$ cat src/rtl/counterPkg.sv
package counterPkg;

	localparam int countWidth  = 16;  // bits per event count
	localparam int numChannels = 8;   // counters in the bank
	localparam int chanWidth   = 3;   // enough to address numChannels
	localparam int prefixSpeed = 2;   // sklansky tree inside each incdec

	// count value or load value
	typedef logic [countWidth-1:0] countT;

	// channel number on the command and read ports
	typedef logic [chanWidth-1:0] chanT;

	// one bit per channel
	// used for one-hot strobes and for the wrap flags
	typedef logic [numChannels-1:0] chanMaskT;

	// command opcodes
	typedef enum logic [1:0] {
		opInc   = 2'd0,  // count + 1, wraps
		opDec   = 2'd1,  // count - 1, wraps
		opLoad  = 2'd2,  // count takes the load value
		opClear = 2'd3   // count and wrap flag to zero
	} opT;

endpackage
$ cat src/rtl/counterBank.sv
module counterBank
	import counterPkg::*;
(
	input  logic  clk,
	input  logic  arstN,
	// command port
	input  logic  cmdValid,
	input  chanT  cmdChan,
	input  opT    cmdOp,
	input  countT cmdData,
	// read port
	input  logic  rdValid,
	input  chanT  rdChan,
	output logic  rdRespValid,
	output countT rdCount,
	output logic  rdWrap
);

	chanMaskT                chanStrobe;  // dispatcher to channels
	opT                      dispOp;
	countT                   dispData;
	countT [numChannels-1:0] countBus;    // channels to readout
	chanMaskT                wrapFlags;
	chanMaskT                wrapClr;     // readout back to channels

	cmdDispatch u_cmdDispatch (
		.clk       (clk),
		.arstN     (arstN),
		.cmdValid  (cmdValid),
		.cmdChan   (cmdChan),
		.cmdOp     (cmdOp),
		.cmdData   (cmdData),
		.chanStrobe(chanStrobe),
		.dispOp    (dispOp),
		.dispData  (dispData)
	);

	// one counter per channel, op and data shared
	for (genvar ch = 0; ch < numChannels; ch++) begin : gChan
		channelCounter u_channelCounter (
			.clk     (clk),
			.arstN   (arstN),
			.strobe  (chanStrobe[ch]),
			.op      (dispOp),
			.loadData(dispData),
			.wrapClr (wrapClr[ch]),
			.count   (countBus[ch]),
			.wrap    (wrapFlags[ch])
		);
	end

	readoutMux u_readoutMux (
		.clk        (clk),
		.arstN      (arstN),
		.rdValid    (rdValid),
		.rdChan     (rdChan),
		.countBus   (countBus),
		.wrapFlags  (wrapFlags),
		.rdRespValid(rdRespValid),
		.rdCount    (rdCount),
		.rdWrap     (rdWrap),
		.wrapClr    (wrapClr)
	);

endmodule

$ cat src/rtl/readoutMux.sv
module readoutMux
	import counterPkg::*;
(
	input  logic                    clk,
	input  logic                    arstN,
	input  logic                    rdValid,      // read strobe
	input  chanT                    rdChan,
	input  countT [numChannels-1:0] countBus,     // all channel counts
	input  chanMaskT                wrapFlags,    // all wrap flags
	output logic                    rdRespValid,  // one cycle after rdValid
	output countT                   rdCount,
	output logic                    rdWrap,
	output chanMaskT                wrapClr       // one-hot, same cycle as response
);

	chanMaskT rdHit;  // decoded read channel

	always_comb begin
		rdHit = '0;
		if (rdValid) begin
			rdHit[rdChan] = 1'b1;
		end
	end

	// response strobe and flag clear
	always_ff @(posedge clk or negedge arstN) begin
		if (!arstN) begin
			rdRespValid <= 1'b0;
			wrapClr     <= '0;
		end else begin
			rdRespValid <= rdValid;
			wrapClr     <= rdHit;  // channel drops its flag at the next edge
		end
	end

	// response data, captured from the values held before this edge
	always_ff @(posedge clk) begin
		if (rdValid) begin
			rdCount <= countBus[rdChan];
			rdWrap  <= wrapFlags[rdChan];
		end
	end

endmodule

$ cat src/rtl/channelCounter.sv
module channelCounter
	import counterPkg::*;
(
	input  logic  clk,
	input  logic  arstN,
	input  logic  strobe,    // one-cycle strobe for this channel
	input  opT    op,
	input  countT loadData,
	input  logic  wrapClr,   // flag consumed by a read
	output countT count,
	output logic  wrap       // sticky wrap flag
);

	countT stepped;   // count +/- 1 from the incdec
	logic  isInc;
	logic  isDec;
	logic  wrapHit;   // this update crosses the all-ones / zero boundary

	assign isInc = strobe && (op == opInc);
	assign isDec = strobe && (op == opDec);

	// wrap on FFFF + 1 or 0000 - 1
	assign wrapHit = (isInc && (&count)) || (isDec && !(|count));

	IncDec #(
		.width(countWidth),
		.speed(prefixSpeed)
	) u_incDec (
		.A(count),
		.DEC(op == opDec),  // don't care unless strobe
		.Z(stepped)
	);

	// count register
	always_ff @(posedge clk or negedge arstN) begin
		if (!arstN) begin
			count <= '0;
		end else if (strobe) begin
			unique case (op)
				opInc,
				opDec:   count <= stepped;
				opLoad:  count <= loadData;
				opClear: count <= '0;
			endcase
		end
	end

	// wrap flag
	// a new wrap beats a pending read clear at the same edge
	always_ff @(posedge clk or negedge arstN) begin
		if (!arstN) begin
			wrap <= 1'b0;
		end else if (strobe && (op == opClear)) begin
			wrap <= 1'b0;  // clear op resets the whole channel
		end else if (wrapHit) begin
			wrap <= 1'b1;
		end else if (wrapClr) begin
			wrap <= 1'b0;
		end
	end

endmodule

$ cat src/rtl/cmdDispatch.sv
module cmdDispatch
	import counterPkg::*;
(
	input  logic     clk,
	input  logic     arstN,
	input  logic     cmdValid,    // one-cycle command strobe
	input  chanT     cmdChan,     // target channel
	input  opT       cmdOp,
	input  countT    cmdData,     // load value for opLoad
	output chanMaskT chanStrobe,  // registered one-hot strobe
	output opT       dispOp,      // shared by all channels
	output countT    dispData
);

	chanMaskT chanHit;  // decoded strobe before the register

	// channel decode
	always_comb begin
		chanHit = '0;
		if (cmdValid) begin
			chanHit[cmdChan] = 1'b1;
		end
	end

	// strobe register
	always_ff @(posedge clk or negedge arstN) begin
		if (!arstN) begin
			chanStrobe <= '0;
		end else begin
			chanStrobe <= chanHit;  // drops back to zero after one cycle
		end
	end

	// opcode and data ride beside the strobe
	// only sampled by a channel while its strobe bit is high
	always_ff @(posedge clk) begin
		if (cmdValid) begin
			dispOp   <= cmdOp;
			dispData <= cmdData;
		end
	end

endmodule

$ cat src/rtl/IncDec.sv
module IncDec #(
	parameter int width = 8,  // operand bits
	parameter int speed = 2   // prefix structure, see PrefixAnd
) (
	input  logic [width-1:0] A,    // operand
	input  logic             DEC,  // 1 gives A-1, 0 gives A+1
	output logic [width-1:0] Z     // result modulo 2^width
);

	logic [width-1:0] opnd;  // operand, inverted when decrementing
	logic [width-1:0] prop;  // prop[i] set when bits i..0 all propagate

	// a decrement borrows through zeros, so look for ones in ~A
	assign opnd = A ^ {width{DEC}};

	PrefixAnd #(
		.width(width),
		.speed(speed)
	) u_prefixAnd (
		.PI(opnd),
		.PO(prop)
	);

	// bit 0 always flips, higher bits flip once everything below propagates
	assign Z = A ^ {prop[width-2:0], 1'b1};

endmodule

$ cat src/rtl/PrefixAnd.sv
module PrefixAnd #(
	parameter int width = 8,  // operand bits, 2 or more
	parameter int speed = 2   // 0 serial, 1 brent-kung, 2 sklansky
) (
	input  logic [width-1:0] PI,  // propagate in
	output logic [width-1:0] PO   // PO[i] is and of PI[i:0]
);

	localparam int depth = $clog2(width);  // levels of a full binary tree

	if (speed == 0) begin : gSerial
		// smallest cell count, depth grows with width
		logic [width-1:0] chain;

		assign chain[0] = PI[0];
		for (genvar i = 1; i < width; i++) begin : gBit
			assign chain[i] = chain[i-1] & PI[i];  // ripple one bit up
		end
		assign PO = chain;

	end else if (speed == 1) begin : gBrentKung
		// up-sweep over depth levels, then down-sweep over depth-1 levels
		logic [width-1:0] pt [0:2*depth-1];

		assign pt[0] = PI;

		// up-sweep builds group terms at the top bit of each aligned block
		for (genvar s = 1; s <= depth; s++) begin : gUp
			for (genvar i = 0; i < width; i++) begin : gBit
				if ((i + 1) % (2**s) == 0) begin : gDot
					assign pt[s][i] = pt[s-1][i] & pt[s-1][i - 2**(s-1)];
				end else begin : gPass
					assign pt[s][i] = pt[s-1][i];
				end
			end
		end

		// down-sweep fills the bits between the completed block tops
		for (genvar s = depth + 1; s < 2*depth; s++) begin : gDown
			localparam int span = 2**(2*depth - s - 1);  // distance to partner bit

			for (genvar i = 0; i < width; i++) begin : gBit
				if (((i + 1) % (2*span) == span) && (i >= 2*span)) begin : gDot
					assign pt[s][i] = pt[s-1][i] & pt[s-1][i - span];  // partner already full
				end else begin : gPass
					assign pt[s][i] = pt[s-1][i];
				end
			end
		end

		assign PO = pt[2*depth-1];

	end else begin : gSklansky
		// minimum depth, fanout doubles each level
		logic [width-1:0] pt [0:depth];

		assign pt[0] = PI;
		for (genvar s = 1; s <= depth; s++) begin : gLevel
			for (genvar i = 0; i < width; i++) begin : gBit
				// upper half of each block of 2^s takes the top of the lower half
				if (((i >> (s-1)) & 1) == 1) begin : gDot
					assign pt[s][i] = pt[s-1][i] & pt[s-1][((i >> (s-1)) << (s-1)) - 1];
				end else begin : gPass
					assign pt[s][i] = pt[s-1][i];
				end
			end
		end

		assign PO = pt[depth];
	end

endmodule

$ cat config.mk
export PLATFORM = sky130hd
export DESIGN_NAME = counterBank
export DESIGN_NICKNAME = d
export VERILOG_FILES = /design/src/rtl/counterPkg.sv /design/src/rtl/counterBank.sv /design/src/rtl/readoutMux.sv /design/src/rtl/channelCounter.sv /design/src/rtl/cmdDispatch.sv /design/src/rtl/IncDec.sv /design/src/rtl/PrefixAnd.sv
export SDC_FILE = /design/constraint.sdc
export NUM_CORES = 1
export LEC_CHECK = 0
export ABC_AREA = 1
export BUFFER_PORTS_ARGS = -buffer_cell sky130_fd_sc_hd__buf_4
export CAP_MARGIN = 20
export CORE_ASPECT_RATIO = 1.1
export CORE_MARGIN = 5
export CORE_UTILIZATION = 45
export CTS_CLUSTER_SIZE = 24
export DETAILED_ROUTE_END_ITERATION = 10
export PLACE_DENSITY = 0.59
export SYNTH_ARGS = -nofsm -noshare
export SYNTH_HDL_FRONTEND = slang
export SYNTH_SLANG_ARGS = --single-unit
$ cat constraint.sdc
create_clock -name clk -period 2.25 [get_ports clk]
set_input_delay 0 -clock clk [delete_from_list [all_inputs] [get_ports clk]]
set_output_delay 0 -clock clk [all_outputs]
set_load 0.05 [all_outputs]
# == After elaboration in Yosys (flattened, before gate mapping) ==
# Index checks and enable logic that the tools add are counted.
# totals
mem_count,0
latchBits,0
romBits,0
regBits,188
ram_bits,0
input_bits,28
# classes
reduce_logical,84
magnitude_cmp,4
div_mod_pow,0
add_sub_neg,0
n_mux,42
eq_ne,3
shift,0
n_bitwise,240
multipliers,0
# op_table
operator,n
$pmux W16 S3,8
$and A1 B1 Y1,224
$reduce_and A16 Y1,8
$reduce_or A16 Y1,8
$xor A16 B16 Y16,8
$xor A15 B15 Y15,8
$bmux W16 S3,1
$logic_and A1 B1 Y1,42
$mux W1,27
$reduce_bool A3 Y1,8
$mux W16,1
$mux W8,2
$logic_not A1 Y1,8
$logic_or A1 B1 Y1,8
$lt A3 B4 Y1 const B,2
$demux W1 S3,2
$ge A3 B1 Y1 const B,2
$eq A2 B2 Y1 const B,2
$bmux W1 S3,1
$eq A2 B1 Y1 const B,1
$logic_not A2 Y1,1
$reduce_or A2 Y1,1

# == Depth between registers and ports, before layout ==
# Gate-level depths: netlist of the first run.
# logic_depth
word_depth,8
depth_mapped,14
ltp_nobuf,12

# == Hierarchy ==
# A second synthesis of the first run with hierarchy kept.
# unflattened
hier_cells,2890
hier_area_um2,16693.5
# by_module_without_submodules
mod,area_per_inst_um2,cells_each,instances
channelCounter,937.1,128,8
IncDec,518.0,128,8
readoutMux,2456.1,455,1
PrefixAnd,224.0,43,8
cmdDispatch,804.5,43,1

# == Worst setup path before layout of the first run ==
# OpenSTA, ideal clock, no wires.
# synth_path
path_kind,register to register
from,register u_cmdDispatch.dispOp[1]
to,register gChan[0].u_channelCounter.count[8]
setup_ps,117
path_stages_with_launch,13
slack_ps,465
arrival_time_ps,1668
path_buffers,2
required_time_ps,2133
path_cell_list,edfxtp_1 -> nor2_8 -> buf_6 -> nand2_1 -> nand2_1 -> nand2_2 -> nor2_4 -> buf_6 -> nand3_1 -> nand3_1 -> nand2_1 -> nand2_1 -> nand2_1
# synth_between
elab_chain_len,7
# synth_lines
element,line,text
start: declaration,cmdDispatch.sv:11,"output opT dispOp,"
start signal: assignment,cmdDispatch.sv:38,dispOp <= cmdOp;
$eq A2 B1 Y1,"channelCounter.sv:30, channelCounter.sv:39",
$xor A15 B15 Y15,IncDec.sv:14,assign opnd = A ^ {width{DEC}};
$and A1 B1 Y1 (3 in series),PrefixAnd.sv:62,assign pt[s][i] = pt[s-1][i] & pt[s-1][((i >> (s-1)) << (s-1)) - 1];
$xor A16 B16 Y16,IncDec.sv:25,"assign Z = A ^ {prop[width-2:0], 1'b1};"
$pmux W16 S3 *,channelCounter.sv:39,unique case (op)
end signal: assignment,channelCounter.sv:41,opDec: count <= stepped;
end signal: assignment,channelCounter.sv:42,opLoad: count <= loadData;
end: declaration,channelCounter.sv:10,"output countT count,"
# Every way passes the cells marked *; elsewhere a longest branch is shown, timed or not.
# A chain may end at the register's enable or synchronous reset.

# == Final worst setup path of the first run ==
# layout_path
from,register u_cmdDispatch.dispOp[0]
to,register gChan[0].u_channelCounter.count[12]
# layout_between
elab_chain_len,8
# layout_lines
element,line
$eq A2 B1 Y1,"channelCounter.sv:30, channelCounter.sv:39"
$xor A15 B15 Y15,IncDec.sv:14
$and A1 B1 Y1 (4 in series),PrefixAnd.sv:62
$xor A16 B16 Y16,IncDec.sv:25
$pmux W16 S3 *,channelCounter.sv:39
# Marked as above.

==> results of run 1 <==
-- routing by layer --
layer	up-vias	global-route usage [%]	share of wire, %
met5	-	0	0
met4	0	9.00	3.2
met3	82	3.66	6.1
met2	465	45.5	47
met1	6440	36.7	44
li1	6839	-	-
-- report_power, final --
part	leakage (uW)	switching, uW	internal (uW)
sequential	0.00219	890	4130
combinational	0.00523	2760	1480
clock	0.000285	1590	1480
-- state kept, by name, summed over array words and instances (netlist names) --
name,flops
u_cmdDispatch.dispData,16
u_cmdDispatch.dispOp,2
gChan.u_channelCounter.wrap,8
u_readoutMux.rdWrap,1
u_readoutMux.rdRespValid,1
u_readoutMux.wrapClr,8
gChan.u_channelCounter.count,128
u_cmdDispatch.chanStrobe,8
u_readoutMux.rdCount,16
-- cells in the final DEF, fill, tap and decap left out, drive strengths merged, types with 6 or more instances in the layout --
cell type    instances
nor2               255
a31oi               37
dfrtp              153
nand2              608
nand3              220
o211ai               7
a21oi              121
o21bai               6
buf                110
nand4               24
edfxtp              35
xor2                35
a221oi               7
o21a                10
dlygate4sd3         28
clkinv               7
o21ai              140
nor4                18
inv                268
nor3                20
clkbuf              19
o311ai               8
-- synth_stat cells --
master,n,area [um^2]
nand4_1,24,150
nor3_1,20,100
or2_2,2,12.5
buf_6,16,180
a31oi_1,37,231
and2_1,1,6.26
xor2_1,35,307
clkbuf_1,54,203
o21ai_0,111,556
dfrtp_1,153,3830
nand3_1,220,1100
buf_1,5,18.8
nand2_2,14,87.6
a22o_1,2,17.5
o21ai_1,15,75.1
nor2_8,5,100
nand2_4,4,45.0
buf_8,4,60.1
o211ai_1,7,52.6
buf_4,6,45.0
o21ai_2,14,123
buf_12,1,20.0
a22oi_1,4,30.0
edfxtp_1,35,1050
nor2_1,240,901
buf_2,11,55.1
nor2_2,2,12.5
o21bai_1,6,45.0
nor2_4,5,56.3
nand3b_1,3,22.5
a221oi_1,7,61.3
inv_1,258,968
a21oi_1,121,606
o21a_1,10,75.1
inv_4,2,12.5
o311ai_0,8,70.1
nand2_1,589,2210
nand2_8,1,20.0
nor4_1,18,113
-- cell families after synthesis --
family / synth area share [%]
xor+xnor: 2.25
flops: 35.8
compound gates: 14.2
simple gates: 36.2
buf+inv: 11.5
-- through the flow --
stage          setup WS, ns  instances  TNS, ns
6_report             0.0968       2522        0
5_1_grt             -0.0121       2522  -0.0529
4_1_cts              0.0647       2511        0
3_5_place_dp          0.100       2451        0
3_3_place_gp          0.151       2451        0
2_1_floorplan         0.465       2070        0
-- area by class of cell --
| type | instances | share of cell area (%) |
|---|---|---|
| Multi-Input combinational cell | 1528 | 46.6 |
| Inverter | 260 | 6.33 |
| Sequential cell | 188 | 31.5 |
| Timing Repair Buffer | 140 | 8.78 |
| Clock inverter | 15 | 1.00 |
| Clock buffer | 17 | 2.75 |
| Tap cell | 374 | 3.02 |
-- how the worst min path moves through the flow --
stage	startpoint	to	slack, ns
2_1_floorplan	arstN	gChan[0].u_channelCounter.count[0]$_DFFE_PN0P_	-0.30
3_3_place_gp	arstN	gChan[7].u_channelCounter.count[7]$_DFFE_PN0P_	-0.04
3_5_place_dp	arstN	gChan[7].u_channelCounter.count[7]$_DFFE_PN0P_	-0.04
4_1_cts	rdChan[2]	u_readoutMux.wrapClr[0]$_DFF_PN0_	0.01
5_1_grt	rdChan[2]	u_readoutMux.wrapClr[0]$_DFF_PN0_	0.04
6_report	arstN	gChan[6].u_channelCounter.count[4]$_DFFE_PN0P_	0.03
-- what timing repair did --
action	CTS	global route
buffers inserted	0	6
endpoints found under the hold margin	217	0
setup endpoints to repair	0	29
resized for setup	0	3
hold buffers	28	0
==> impl_summary.md, run 1 <==
Outcome
The run finished with clean final reports.

Clocking
The count of H-tree levels built during CTS is 4. CTS saw 188 sinks. The clock tree from TritonCTS is done.

The CTS root buffer is clkbuf_16. In this run, CTS created clock tree buffers numbering 17. The latest clock arrival within the worst-skew pair is 0.47 ns. Clock-pin slew was measured on the worst setup and hold paths at 0.09 ns. The maximum clock insertion buffer count is 2.

Finish
Once layout is done, the placed cells without fillers occupy 15,500 um^2. In the final layout, the multi-input gates occupy 7220 um^2. Cells with a size suffix above 1 make up 9.26% of the layout.

The final net count is 2,163. Cells fill 52.1% of the core in the end. Fill cells in the final layout number 2,954.

The number of diodes added for antenna fixing is 0. The area growth from synthesis to layout is 13.7%. The sequential cell area in the final layout is 4880 um^2.

Die
The total die area is 33,900 um^2. The height of the die is 193 um. The initial core utilization is 45.8%. The die boundary width is 176 um.

The area inside the core boundary is 29,700 um^2. The row count is 66. The number of top-level pins is 46.

Setup path
The arrival time at the worst endpoint is 2.54 ns. The endpoint kind of the worst setup timing path is a flip-flop. The logic depth of the worst setup path including buffers is 11.

The maximum fanout along the worst path is 27. In this design, the critical path's most frequently occurring cell is nand2_1. The slowest stage of the critical path is the edfxtp_1 cell.

On the worst path, the slowest cell contributes a delay of 0.46 ns. The count of buffer and inverter cells on the critical path is 2. The launching point of the worst reg2reg path is u_cmdDispatch.dispOp[0]$_DFFE_PP_.

STA puts the critical path data required time at 2.64 ns. In this run the critical register-to-register path is captured at gChan[0].u_channelCounter.count[12]$_DFFE_PN0P_. Walking the worst path, the cells encountered are buf_4 > nand2_8 > buf_12 > nand2_1 > nand2_1 > nand2_2 > nor2_2 > nand3_1 > nand2_1 > nand3_1 > a21oi_1. The kind of critical path is flip-flop to flip-flop.

The worst setup path startpoint is u_cmdDispatch.dispOp[0]$_DFFE_PP_. The cell count of the worst reg-to-reg path is 11. The cell family contributing the most delay on the critical path is simple AND/OR/NAND/NOR gates. The end point of the critical path is gChan[0].u_channelCounter.count[12]$_DFFE_PN0P_. STA classifies the critical path startpoint as a flip-flop. Across all register-to-register paths, the minimum setup slack is 0.1 ns.

STA
The worst path uses 95.7% of the clock period. For the final database, setup skew stands at 0.0176 ns. Setup violations remaining at the end of the flow were counted as 0.

The final hold violation count was 0. Static timing analysis puts the maximum clock frequency at 464 MHz. The worst path needs 2.15 ns of the cycle, external delays included. The final max-slew violation count is 0. The final worst hold slack is 0.0270 ns. The slew of the pin with the lowest slew margin is 0.860 ns. The worst slew margin relative to its limit is 42.7%.

Power
The analysis attributes to cell leakage a power of 0.00771 uW. Total power for the finished layout comes to 12,300 uW. The areal power density over the cells is 796 nW/um^2.

IR analysis of the VDD net gives a maximum drop of 0.000561 V.

Global routing
Entering global routing, the biggest net connects 66 pins. The initial antenna violation count came to 0. The first global-routing pass estimated 71,600 um of wire. The global-route congestion overflow total is 0.

The number of global-route vias before repair was 12,698. Global routing used 27.2% of the available tracks.

Route
Using the TritonRoute via totals, the vias-per-cell ratio works out to 5.48. For this run, the detailed router's first-pass iteration total came to 6. For this block, the initial DRC count from the detailed router was 1,358. The final route contains 13,826 vias. The post-detailed-route count of antenna-violating nets is 0. The routed wire length is 46,300 um. The average wire per cell in the routed design is 18.3 um.

The total DRC errors in the routed layout is 0.

Synth
The number of nets in the synthesized netlist is 2,098. After synthesis, the netlist uses 39 different library cells. The Yosys step of the flow raised 0 warnings. In this run, synthesis produced a sequential element count of 188. The cell count after synthesis is 2,070. The mean instance size in the synthesized netlist is 6.58 um^2. The total standard cell area after synthesis is 13,600 um^2. Sequential elements use 35.8% of the synthesized area.

Placed design
The area of placed instances is 14,500 um^2. After legalization and detailed placement, the total HPWL measured 32,300 um. In this run the tool buffered the top-level ports with 45 buffer cells.

The global placement routability congestion is 0.942.

Worst hold path
The worst hold path belongs to the class input pin to asynchronous set/reset pin.

Job
The total of max-cap violations is 0.
(Power assumes the default switching activity.)
==> run 2, diff against run 1 <==
--- a/config.mk
+++ b/config.mk
@@ -14,6 +14,7 @@
 export CTS_CLUSTER_SIZE = 24
 export DETAILED_ROUTE_END_ITERATION = 10
 export PLACE_DENSITY = 0.59
+export SETUP_SLACK_MARGIN = 0.2
 export SYNTH_ARGS = -nofsm -noshare
 export SYNTH_HDL_FRONTEND = slang
 export SYNTH_SLANG_ARGS = --single-unit
==> run 2 against run 1 <==
Sequential share of layout area decreased by 2.1 points; routed wire length increased by 6.0%; via count increased by 4.8%; first-iteration DRC count decreased by 0.59%; final area increased by 7.2%; setup slack improved by 0.047 ns; clock skew decreased by 0.0013 ns; critical path type unchanged; critical endpoint is now gChan[5].u_channelCounter.count[12]$_DFFE_PN0P_.
==> impl_summary.md, run 2 (synthesis gave the netlist of run 1 again) <==
Outcome
Status: finished clean (unchanged).

STA
The final max-slew violation count is 0 (unchanged). The final worst hold slack is 0.0272 ns (was 0.0270 ns). The worst slew margin relative to its limit is 40.8% (was 42.7%). The shortest period the worst path allows came to 2.11 ns (was 2.15 ns). The slew of the pin with the lowest slew margin is 0.888 ns (was 0.860 ns). The highest clock frequency the design can meet is 475 MHz (was 464 MHz). Setup repair after global routing could not meet its margin everywhere. The final worst-path cycle share was 93.6% (was 95.7%). The post-route worst setup slack is 0.144 ns (was 0.0968 ns). The setup skew after layout came to 0.0163 ns (was 0.0176 ns). The count of final setup violators is 0 (unchanged). The final setup TNS was 0 ns (unchanged). The final hold violation count is 0 (unchanged).

Die
The area inside the core boundary is 29,700 um^2 (unchanged). The number of top-level pins is 46 (unchanged). The die boundary width is 176 um (unchanged). The row count came to 66 (unchanged).

The initial core utilization came to 45.8% (unchanged). The height of the die came to 193 um (unchanged). The total die area is 33,900 um^2 (unchanged).

Global routing
The maximum number of pins on one net before global-route repair is 66 (unchanged). The global-route congestion overflow total is 0 (unchanged). The global-route wire length before repair is 73,000 um (was 71,600 um). The number of global-route vias before repair is 12,925 (was 12,698). The overall track demand over capacity in global routing was 27.8% (was 27.2%). The initial antenna violation count is 0 (unchanged).

Placed design
The worst setup slack before clock tree synthesis is 0.100 ns (unchanged). The half-perimeter wire length after detailed placement is 32,300 um (unchanged). The global placement routability congestion came to 0.942 (unchanged). The number of buffers inserted by port buffering is 45 (unchanged).

Clocking
The TritonCTS buffer count is 17 (unchanged). The clock tree from TritonCTS is done (unchanged). The latest clock arrival within the worst-skew pair came to 0.47 ns (about the same).

The CTS root buffer is clkbuf_16 (unchanged). The count of H-tree levels built during CTS came to 4 (unchanged). The total number of clock tree sinks is 188 (unchanged). The maximum clock insertion buffer count is 2 (unchanged). The register clock-pin slew on the reported worst setup and hold paths came to 0.09 ns (about the same).

Route
The total number of vias is 14,495 (was 13,826). The total DRC errors in the routed layout is 0 (unchanged). The highest metal layer with signal wires is met4 (unchanged). The post-detailed-route count of antenna-violating nets is 0 (unchanged). The sum of met3 wire segment lengths after detailed routing was 3180 um (was 2800 um).

The routed length on met2 was 23,200 um (was 21,700 um). The average wire per cell in the routed design is 19.1 um (was 18.3 um). The number of iterations in the first detailed-routing pass is 7 (was 6). The routed metal-1 wire length was 20,900 um (was 20,300 um). The number of DRC markers after the initial detailed-route iteration is 1,350 (was 1,358). The via density per instance is 5.64 (was 5.48). The routed wire length came to 49,000 um (was 46,300 um).

Setup path
The required time of the critical path came to 2.59 ns (was 2.64 ns). The launching point of the worst reg2reg path is u_cmdDispatch.dispOp[1]$_DFFE_PP_ (was u_cmdDispatch.dispOp[0]$_DFFE_PP_). The startpoint type of the worst setup path is a flip-flop (unchanged). The endpoint of the most critical register-to-register path is gChan[5].u_channelCounter.count[12]$_DFFE_PN0P_ (was gChan[0].u_channelCounter.count[12]$_DFFE_PN0P_). The endpoint kind of the worst setup timing path is a flip-flop (unchanged).

The kind of cell adding the most delay to the critical path was simple AND/OR/NAND/NOR gates (unchanged). The cell at the slowest stage of the critical path is edfxtp_1 (unchanged). The delay contributed by the slowest stage of the critical path is 0.46 ns (about the same). Cell-by-cell trace of the critical path: buf_6 > nor2_8 > buf_12 > buf_12 > clkbuf_16 > o21ai_4 > nand2_4 > nor2_4 > nand3_1 > nand3_1 > a21oi_1 (was buf_4 > nand2_8 > buf_12 > nand2_1 > nand2_1 > nand2_2 > nor2_2 > nand3_1 > nand2_1 > nand3_1 > a21oi_1).

The kind of critical path is flip-flop to flip-flop (unchanged). The maximum fanout along the worst path came to 7 (was 27). The count of buffer and inverter cells on the critical path was 4 (was 2). The arrival time at the worst endpoint was 2.45 ns (was 2.54 ns). The register-to-register setup slack is 0.14 ns (was 0.1 ns). The cell count of the worst reg-to-reg path is 11 (unchanged).

Worst hold path
The type of the most critical hold path is input pin to asynchronous set/reset pin (unchanged).

Power
The largest voltage drop on the vdd net came to 0.000565 V (was 0.000561 V). The areal power density over the cells came to 776 nW/um^2 (was 796 nW/um^2). The total leakage power was 0.00817 uW (was 0.00771 uW).

Finish
Highest-count cells in the layout ignoring fill and taps: nand2_1, inv_1, nor2_1 (unchanged). The area growth from synthesis to layout was 21.9% (was 13.7%). The most common cell after layout, fill and taps aside is nand2_1 (unchanged). The most flop-heavy register is gChan.u_channelCounter.count (unchanged). The share of cells above drive strength 1 came to 15.5% (was 9.26%). The flip-flop count of the largest register after layout is 128 (unchanged).

The number of diodes added for antenna fixing is 0 (unchanged). The final net count is 2,211 (was 2,163). Largest registers in the final layout: gChan.u_channelCounter.count (128), u_cmdDispatch.dispData (16), u_readoutMux.rdCount (16) (unchanged).

Job
The total of max-cap violations came to 0 (unchanged).
[run 2: cell type report]
cell class	count	area [um^2]
Clock buffer	17	425
Clock inverter	15	155
Fill cell	2852	13100
Inverter	260	983
Multi-Input combinational cell	1531	7730
Sequential cell	188	4880
Tap cell	374	468
Timing Repair Buffer	185	1970
[run 2: routing by layer]
metal	vias up	GRT usage (%)
met5	-	0
met4	0	10.2
li1	6938	-
met1	6902	37.1
met3	99	3.82
met2	556	46.2
[run 2: worst max-delay path by stage]
stage	start	to	slack [ns]	cells after the start
finish	u_cmdDispatch.dispOp[1]$_DFFE_PP_	gChan[5].u_channelCounter.count[12]$_DFFE_PN0P_	0.14	11
global route	u_cmdDispatch.dispOp[1]$_DFFE_PP_	gChan[1].u_channelCounter.count[13]$_DFFE_PN0P_	0.07	12
CTS	u_cmdDispatch.dispOp[1]$_DFFE_PP_	gChan[5].u_channelCounter.count[15]$_DFFE_PN0P_	0.17	10
detailed placement	u_cmdDispatch.dispOp[1]$_DFFE_PP_	gChan[7].u_channelCounter.count[10]$_DFFE_PN0P_	0.10	11
global placement	u_cmdDispatch.dispOp[1]$_DFFE_PP_	gChan[7].u_channelCounter.count[8]$_DFFE_PN0P_	0.15	12
floorplan	u_cmdDispatch.dispOp[1]$_DFFE_PP_	gChan[0].u_channelCounter.count[8]$_DFFE_PN0P_	0.47	12
[run 2: repair_timing]
action / in CTS / in global routing
gates resized for setup: 4 / 136
buffers inserted: 8 / 32
cloned: 5 / 14
hold buffers: 28 / 0
pin swaps: 9 / 43
endpoints found under the hold margin: 217 / 0
endpoints found under the setup margin: 49 / 80
[run 2: power breakdown]
group / leakage, uW / internal (uW) / total, uW / switching (uW)
clock network: 0.000285 / 1480 / 3070 / 1590
logic: 0.00570 / 1730 / 4780 / 3050
registers: 0.00219 / 4130 / 5040 / 909
[run 2: metrics by stage]
step           area [um^2]  cells  total power (uW)  util [%]
3_3_place_gp         14500   2451              9080      48.7
3_5_place_dp         14500   2451              9170      48.7
4_1_cts              15500   2524             12300      52.2
2_1_floorplan        13600   2070              7920         -
5_1_grt              16600   2570             13700      55.9
6_report             16600   2570             12900      55.9
